==> src/hdl/htif_pkg.sv <==
`default_nettype none

package htif_pkg;

  // one word on the chip-side streams
  localparam int HOST_WORD_W = 32;
  typedef logic [HOST_WORD_W-1:0] host_word_t;

  // register index sits in addr[6:2]
  localparam int REG_IDX_LSB = 2;
  localparam int REG_IDX_W   = 5;
  typedef logic [REG_IDX_W-1:0] reg_idx_t;

  // write map
  localparam reg_idx_t REG_WFIFO = 5'd0;
  localparam reg_idx_t REG_RESET = 5'd31;

  // read map
  localparam reg_idx_t REG_DCOUNT = 5'd0;
  localparam reg_idx_t REG_RFIFO  = 5'd1;

  // fifo sizing
  // count is one bit wider than the pointers so a full fifo reads 32
  localparam int FIFO_DEPTH   = 32;
  localparam int FIFO_PTR_W   = 5;
  localparam int FIFO_COUNT_W = 6;
  typedef logic [FIFO_COUNT_W-1:0] fifo_count_t;

endpackage

`default_nettype wire

==> src/hdl/bus_pkg.sv <==
`default_nettype none

package bus_pkg;

  // host bus widths
  localparam int BUS_ADDR_W = 32;
  localparam int BUS_DATA_W = 32;
  localparam int BUS_ID_W   = 12;

  // write address channel
  typedef struct packed {
    logic [BUS_ADDR_W-1:0] addr;
    logic [BUS_ID_W-1:0]   id;
  } bus_aw_t;

  // write data channel carries a single beat
  typedef struct packed {
    logic [BUS_DATA_W-1:0] data;
  } bus_w_t;

  // write response echoes the request id
  typedef struct packed {
    logic [BUS_ID_W-1:0] id;
  } bus_b_t;

  // read address channel
  typedef struct packed {
    logic [BUS_ADDR_W-1:0] addr;
    logic [BUS_ID_W-1:0]   id;
  } bus_ar_t;

  // read data channel
  // last is set on every beat since reads are single beat
  typedef struct packed {
    logic [BUS_DATA_W-1:0] data;
    logic [BUS_ID_W-1:0]   id;
    logic                  last;
  } bus_r_t;

endpackage

`default_nettype wire
==> src/hdl/htif_bridge.sv <==
`timescale 1ns/1ps
`default_nettype none

module htif_bridge (
  input  logic                 host_clk,
  input  logic                 reset,
  input  bus_pkg::bus_aw_t     aw,
  input  logic                 aw_valid,
  output logic                 aw_ready,
  input  bus_pkg::bus_w_t      w,
  input  logic                 w_valid,
  output logic                 w_ready,
  output bus_pkg::bus_b_t      b,
  output logic                 b_valid,
  input  logic                 b_ready,
  input  bus_pkg::bus_ar_t     ar,
  input  logic                 ar_valid,
  output logic                 ar_ready,
  output bus_pkg::bus_r_t      r,
  output logic                 r_valid,
  input  logic                 r_ready,
  output htif_pkg::host_word_t host_in_bits,
  output logic                 host_in_valid,
  input  logic                 host_in_ready,
  input  htif_pkg::host_word_t host_out_bits,
  input  logic                 host_out_valid,
  output logic                 host_out_ready,
  output logic                 reset_cpu
);

  import htif_pkg::*;

  // host to chip path
  logic        in_push;
  logic        in_pop;
  host_word_t  in_data;
  logic        in_empty;
  logic        in_full;

  // chip to host path
  logic        out_push;
  logic        out_pop;
  host_word_t  out_head;
  logic        out_empty;
  logic        out_full;
  fifo_count_t out_count;

  htif_write_channel u_write (
    .host_clk  (host_clk),
    .reset     (reset),
    .aw        (aw),
    .aw_valid  (aw_valid),
    .aw_ready  (aw_ready),
    .w         (w),
    .w_valid   (w_valid),
    .w_ready   (w_ready),
    .b         (b),
    .b_valid   (b_valid),
    .b_ready   (b_ready),
    .fifo_full (in_full),
    .push      (in_push),
    .push_data (in_data),
    .reset_cpu (reset_cpu)
  );

  htif_read_channel u_read (
    .host_clk   (host_clk),
    .reset      (reset),
    .ar         (ar),
    .ar_valid   (ar_valid),
    .ar_ready   (ar_ready),
    .r          (r),
    .r_valid    (r_valid),
    .r_ready    (r_ready),
    .fifo_head  (out_head),
    .fifo_count (out_count),
    .fifo_empty (out_empty),
    .pop        (out_pop)
  );

  // chip side handshakes
  assign host_in_valid  = !in_empty;
  assign in_pop         = host_in_valid && host_in_ready;
  assign host_out_ready = !out_full;
  assign out_push       = host_out_valid && host_out_ready;

  host_fifo host_in_fifo (
    .host_clk (host_clk),
    .reset    (reset),
    .push     (in_push),
    .pop      (in_pop),
    .din      (in_data),
    .dout     (host_in_bits),
    .empty    (in_empty),
    .full     (in_full),
    .count    ()
  );

  host_fifo host_out_fifo (
    .host_clk (host_clk),
    .reset    (reset),
    .push     (out_push),
    .pop      (out_pop),
    .din      (host_out_bits),
    .dout     (out_head),
    .empty    (out_empty),
    .full     (out_full),
    .count    (out_count)
  );

endmodule

`default_nettype wire

==> src/hdl/htif_read_channel.sv <==
`timescale 1ns/1ps
`default_nettype none

module htif_read_channel (
  input  logic                  host_clk,
  input  logic                  reset,
  input  bus_pkg::bus_ar_t      ar,
  input  logic                  ar_valid,
  output logic                  ar_ready,
  output bus_pkg::bus_r_t       r,
  output logic                  r_valid,
  input  logic                  r_ready,
  input  htif_pkg::host_word_t  fifo_head,
  input  htif_pkg::fifo_count_t fifo_count,
  input  logic                  fifo_empty,
  output logic                  pop
);

  import bus_pkg::*;
  import htif_pkg::*;

  typedef enum logic {
    st_idle,
    st_read
  } rd_state_t;

  rd_state_t           state;
  reg_idx_t            idx_q;
  logic [BUS_ID_W-1:0] id_q;

  always_ff @(posedge host_clk)
  begin
    if (reset)
    begin
      state <= st_idle;
      idx_q <= '0;
    end
    else
    begin
      case (state)
        st_idle:
        begin
          if (ar_valid)
          begin
            state <= st_read;
            idx_q <= ar.addr[REG_IDX_LSB +: REG_IDX_W];
          end
        end
        default:
        begin
          if (r_ready)
          begin
            state <= st_idle;
          end
        end
      endcase
    end
  end

  always_ff @(posedge host_clk)
  begin
    if ((state == st_idle) && ar_valid)
    begin
      id_q <= ar.id;
    end
  end

  assign ar_ready = (state == st_idle);
  assign r_valid  = (state == st_read);
  assign r.last   = r_valid;
  assign r.id     = id_q;

  // count is zero-extended; any other index returns the fifo head
  assign r.data = (idx_q == REG_DCOUNT) ?
                  {{(BUS_DATA_W - FIFO_COUNT_W){1'b0}}, fifo_count} : fifo_head;

  // consume the head only once the host has taken it
  assign pop = r_valid && r_ready && (idx_q == REG_RFIFO) && !fifo_empty;

  // response is held until accepted
  a_r_hold: assert property (
    @(posedge host_clk) disable iff (reset)
    r_valid && !r_ready |=> r_valid
  );

endmodule

`default_nettype wire

==> src/hdl/htif_write_channel.sv <==
`timescale 1ns/1ps
`default_nettype none

module htif_write_channel (
  input  logic                 host_clk,
  input  logic                 reset,
  input  bus_pkg::bus_aw_t     aw,
  input  logic                 aw_valid,
  output logic                 aw_ready,
  input  bus_pkg::bus_w_t      w,
  input  logic                 w_valid,
  output logic                 w_ready,
  output bus_pkg::bus_b_t      b,
  output logic                 b_valid,
  input  logic                 b_ready,
  input  logic                 fifo_full,
  output logic                 push,
  output htif_pkg::host_word_t push_data,
  output logic                 reset_cpu
);

  import bus_pkg::*;
  import htif_pkg::*;

  typedef enum logic [1:0] {
    st_idle,
    st_write,
    st_ack
  } wr_state_t;

  wr_state_t           state;
  reg_idx_t            idx_q;
  logic [BUS_ID_W-1:0] id_q;
  host_word_t          data_q;
  logic                in_write;
  logic                done;

  assign in_write = (state == st_write);
  // only a data write waits on a full host-in fifo
  assign done = in_write && ((idx_q != REG_WFIFO) || !fifo_full);

  always_ff @(posedge host_clk)
  begin
    if (reset)
    begin
      state <= st_idle;
      idx_q <= '0;
    end
    else
    begin
      case (state)
        st_idle:
        begin
          if (aw_valid && w_valid)
          begin
            state <= st_write;
            idx_q <= aw.addr[REG_IDX_LSB +: REG_IDX_W];
          end
        end
        st_write:
        begin
          if (done)
          begin
            state <= st_ack;
          end
        end
        st_ack:
        begin
          if (b_ready)
          begin
            state <= st_idle;
          end
        end
        default:
        begin
          state <= st_idle;
        end
      endcase
    end
  end

  // id and data captured with the request
  always_ff @(posedge host_clk)
  begin
    if ((state == st_idle) && aw_valid && w_valid)
    begin
      id_q   <= aw.id;
      data_q <= w.data;
    end
  end

  assign aw_ready = in_write;
  assign w_ready  = in_write;

  // unmapped indices just ack with no effect
  assign push      = in_write && (idx_q == REG_WFIFO) && !fifo_full;
  assign push_data = data_q;
  assign reset_cpu = in_write && (idx_q == REG_RESET);

  assign b_valid = (state == st_ack);
  assign b.id    = id_q;

  // chip reset is a single-cycle strobe
  a_reset_one_cycle: assert property (
    @(posedge host_clk) disable iff (reset)
    reset_cpu |=> !reset_cpu
  );

endmodule

`default_nettype wire

==> src/hdl/host_fifo.sv <==
`timescale 1ns/1ps
`default_nettype none

module host_fifo (
  input  logic                  host_clk,
  input  logic                  reset,
  input  logic                  push,
  input  logic                  pop,
  input  htif_pkg::host_word_t  din,
  output htif_pkg::host_word_t  dout,
  output logic                  empty,
  output logic                  full,
  output htif_pkg::fifo_count_t count
);

  import htif_pkg::*;

  host_word_t            mem [FIFO_DEPTH];
  logic [FIFO_PTR_W-1:0] wr_ptr;
  logic [FIFO_PTR_W-1:0] rd_ptr;

  // head word is always on the read port
  assign dout = mem[rd_ptr];

  // storage array
  always_ff @(posedge host_clk)
  begin
    if (push)
    begin
      mem[wr_ptr] <= din;
    end
  end

  always_ff @(posedge host_clk)
  begin
    if (reset)
    begin
      wr_ptr <= '0;
      rd_ptr <= '0;
      count  <= '0;
      empty  <= 1'b1;
      full   <= 1'b0;
    end
    else
    begin
      if (push)
      begin
        wr_ptr <= wr_ptr + FIFO_PTR_W'(1);
      end
      if (pop)
      begin
        rd_ptr <= rd_ptr + FIFO_PTR_W'(1);
      end
      // push and pop together leave occupancy and flags alone
      if (push && !pop)
      begin
        count <= count + fifo_count_t'(1);
        empty <= 1'b0;
        full  <= (count == fifo_count_t'(FIFO_DEPTH - 1));
      end
      else if (pop && !push)
      begin
        count <= count - fifo_count_t'(1);
        full  <= 1'b0;
        empty <= (count == fifo_count_t'(1));
      end
    end
  end

  // writers must hold off while full
  a_no_push_full: assert property (
    @(posedge host_clk) disable iff (reset)
    full |-> !push
  );

  // readers must hold off while empty
  a_no_pop_empty: assert property (
    @(posedge host_clk) disable iff (reset)
    empty |-> !pop
  );

endmodule

`default_nettype wire

==> config.mk <==
export PLATFORM = sky130hd
export DESIGN_NAME = htif_bridge
export DESIGN_NICKNAME = d
export VERILOG_FILES = /design/src/hdl/htif_pkg.sv /design/src/hdl/bus_pkg.sv /design/src/hdl/htif_bridge.sv /design/src/hdl/htif_read_channel.sv /design/src/hdl/htif_write_channel.sv /design/src/hdl/host_fifo.sv
export SDC_FILE = /design/constraint.sdc
export NUM_CORES = 2
export LEC_CHECK = 0
export ABC_CLOCK_PERIOD_IN_PS = 7200
export BUFFER_PORTS_ARGS = -buffer_cell sky130_fd_sc_hd__buf_2
export CORE_MARGIN = 1
export CORE_UTILIZATION = 60
export CTS_CLUSTER_DIAMETER = 150
export DETAILED_ROUTE_END_ITERATION = 16
export GPL_TIMING_DRIVEN = 0
export PLACE_DENSITY = 0.77
export SLEW_MARGIN = 25
export SYNTH_ARGS = -nofsm -noshare
export SYNTH_HDL_FRONTEND = slang
export SYNTH_SLANG_ARGS = --single-unit
==> constraint.sdc <==
create_clock -name host_clk -period 7.2 [get_ports host_clk]
set_input_delay 1.44 -clock host_clk [delete_from_list [all_inputs] [get_ports host_clk]]
set_output_delay 1.44 -clock host_clk [all_outputs]
set_load 0.02 [all_outputs]
==> reports/metrics.yaml <==
p_int_mw: 20.2
cts.path.max_buffers: 3
p_comb_frac: 0.032
worstRegToRegCells: 6
rsz0062_at_grt: "no"
grt_use_total: 0.319
clk_latency_ps: 860
slowest_delay_ps: 650
drv_slew: 0
end_kind: "primary output"
path_max_fanout: 10
async_reset_ff_frac: 0
sw_frac_of_total: 0.212
yosysSeqAreaShare: 0.782
p_per_area_nw_per_um2: 268
htree_num_levels: 4
syn_nets: 3694
status: "finished clean"
synth-compound-area-share: 0.0102
hold_violations: 0
pwr-share-clk: 0.425
post_cts_buffers: 0
synth_area_leader_cell: "edfxtp_1"
p_switching_mw: 5.43
fin_skew_ps: 50.1
syn_inst: 3513
worst_r2r_endpoint: "host_in_fifo.mem[22][22]"
min_period_ps: 6000
fillers: 7397
gr-total-overflow: 0
antenna_found_initial: 4
io_buffers: 202
synth_top_area_frac: 0.768
synth_area_leaders: "edfxtp_1 (77%), mux4_2 (16%), dfxtp_1 (1.4%)"
dpl.cell_count: 5617
die_x_um: 372
globalplace.congestion: 0.851
layout_common_cells: "edfxtp_1 (2104), mux4_2 (580), buf_2 (252)"
core-area_um2: 136000
yosysWarnings: 0
min_path_cells: 2
synth.mux.area_fraction: 0.177
fin_cells: 5997
ant_nets: 0
ys_seq_elements: 2163
hold_buffers: 0
drt_wl_total_mm: 217
drive_above_1_share: 0.329
layout_commonest_cell: "edfxtp_1"
finalSetupViolCount: 0
worst_slew_pin_slew_ps: 1100
hold-path-endpoint: "u_read.idx_q[3]"
relSlewSlack: 0.266
fin_crit_sh: 0.833
root_buffer: "clkbuf_16"
synthFlopType: "edfxtp_1"
netlist-cell-type-count: 49
initial_core_util: 0.606
p_leak_nw: 29.6
grt_max_degree: 33
fin_nets: 4225
rr_startpoint: "u_write.idx_q[4]"
clkTransAtPathRegs_ps: 60
num_vias: 41300
num_rows: 135
cp-start-kind: "register"
syn_area_per_cell_um2: 23.4
wire_per_inst_um: 36.3
r2r_slack_ps: 3600
synth_top_family_by_area: "multiplexers"
die_y_um: 372
slowest_stage: "nor2b_1"
synthToLayoutAreaGrowth_pct: 16.3
drt-vias-per-instance: 6.89
cts.repair.resized: 0
grt_pass1_wl_mm: 307
numCtsBuffers: 202
synth_xor_xnor_area_share: 0.00245
maxCapViolCount: 0
min_path_type: "register to register"
seqPwrFrac: 0.544
clkSinkCount: 2163
dieArea_um2: 139000
first_pass_iters: 5
synth_area_um2: 82300
diodes: 0
synth_edf_count: 2104
clock.fmax_mhz: 167
synthAdderAreaFrac: 0.00304
drc_errors: 0
num_io_pins: 258
yosys.area_share.simple: 0.0122
cts_tree: "done"
dp_hpwl_mm: 128
grt_pass1_vias: 43000
critPathKind: "register to primary output"
detail_route.iter0.violations: 6136
hold_start: "u_read.idx_q[3]"
crit_arrival_ps: 4560
tns_ps: 0
path_cells: "buf_2, nor2b_1, clkbuf_1, clkbuf_1, a22oi_1, a21oi_1, o41ai_1, buf_2"
required_ps: 5760
vdd_ir_drop_max_uv: 346
-- registers in the layout (all words and copies together) (netlist names), 6 cells and up, named ones only --
name	flops
host_in_fifo.mem	1024
u_write.b	12
host_in_fifo.count	6
host_out_fifo.mem	1024
u_read.id_q	12
u_write.push_data	32
host_out_fifo.count	6
-- logic make-up after synthesis --
| group | count (synthesis) |
|---|---|
| simple gates | 212 |
| fa+ha+maj | 20 |
| flops | 2163 |
| buf+inv | 250 |
| xor+xnor | 23 |
| compound gates | 122 |
| mux | 723 |
-- metal layers --
layer  track usage  part of all wire
met3        0.0585             0.096
met1         0.391              0.33
met5             0           0.00021
met2         0.549              0.52
met4         0.154             0.055
-- cell usage after synthesis (all sizes together), types with 4 or more instances --
| cell | number |
|---|---|
| o22ai | 32 |
| nor3 | 10 |
| buf | 90 |
| xor2 | 15 |
| nor2b | 9 |
| or3 | 4 |
| a22oi | 24 |
| a22o | 12 |
| o41ai | 6 |
| nand2 | 26 |
| nand4 | 12 |
| clkbuf | 93 |
| dfxtp | 59 |
| inv | 67 |
| nor2 | 118 |
| nand3b | 6 |
| mux4 | 580 |
| or3b | 4 |
| a21oi | 27 |
| a221oi | 12 |
| mux2i | 111 |
| xnor2 | 8 |
| ha | 20 |
| o21ai | 5 |
| mux2 | 32 |
| edfxtp | 2104 |
-- how the worst max path moves through the flow --
stage | startpoint | to | slack (ps) | depth (start not counted)
2_1_floorplan | aw_valid | u_write.idx_q[0] | 1610 | 4
3_3_place_gp | aw_valid | u_write.idx_q[4] | -2250 | 5
3_5_place_dp | register | host_in_bits[12] | 2290 | 6
4_1_cts | register | host_in_bits[11] | 1240 | 6
5_1_grt | register | r[16] | 1210 | 8
6_report | register | r[15] | 1200 | 8
-- power groups by stage --
stage / registers (mW) / clock network [mW] / logic (mW)
3_5_place_dp: 14.2 / 0 / 0.782
6_report: 13.9 / 10.9 / 0.817
5_1_grt: 13.9 / 11.4 / 0.853
2_1_floorplan: 14.2 / 0 / 0.428
3_3_place_gp: 14.2 / 0 / 0.725
4_1_cts: 13.9 / 10.9 / 0.803
-- cell type report --
type	instances	area (um^2)	area share
repair buffers	327	4000	0.0418
well taps	1781	2230	0.0233
multi-input cells	1100	17300	0.181
flip-flops and latches	2163	64400	0.672
plain buffers	183	875	0.00914
inverters	67	251	0.00263
clock inverters	137	1450	0.0151
clock buffers	239	5240	0.0547
-- worst max-delay path, delay by kind of cell (launching register included) --
kind / cells / cell delay [ps]
DFF: 1 / 390
AOI/OAI and AO/OA: 3 / 820
buffers and inverters: 4 / 1820
and+or+nand+nor: 1 / 650
-- per-stage QoR --
step / total power [mW] / hold slack, ps / area [um^2] / setup slack (ps) / utilization
2_1_floorplan: 14.6 / 451 / 82300 / 1610 / -
3_3_place_gp: 14.9 / 470 / 85500 / -2250 / 0.630
3_5_place_dp: 15.0 / 479 / 89000 / 2290 / 0.655
4_1_cts: 25.7 / 493 / 95600 / 1240 / 0.704
5_1_grt: 26.2 / 545 / 95700 / 1210 / 0.705
6_report: 25.7 / 487 / 95700 / 1200 / 0.705
(Power assumes the default switching activity.)
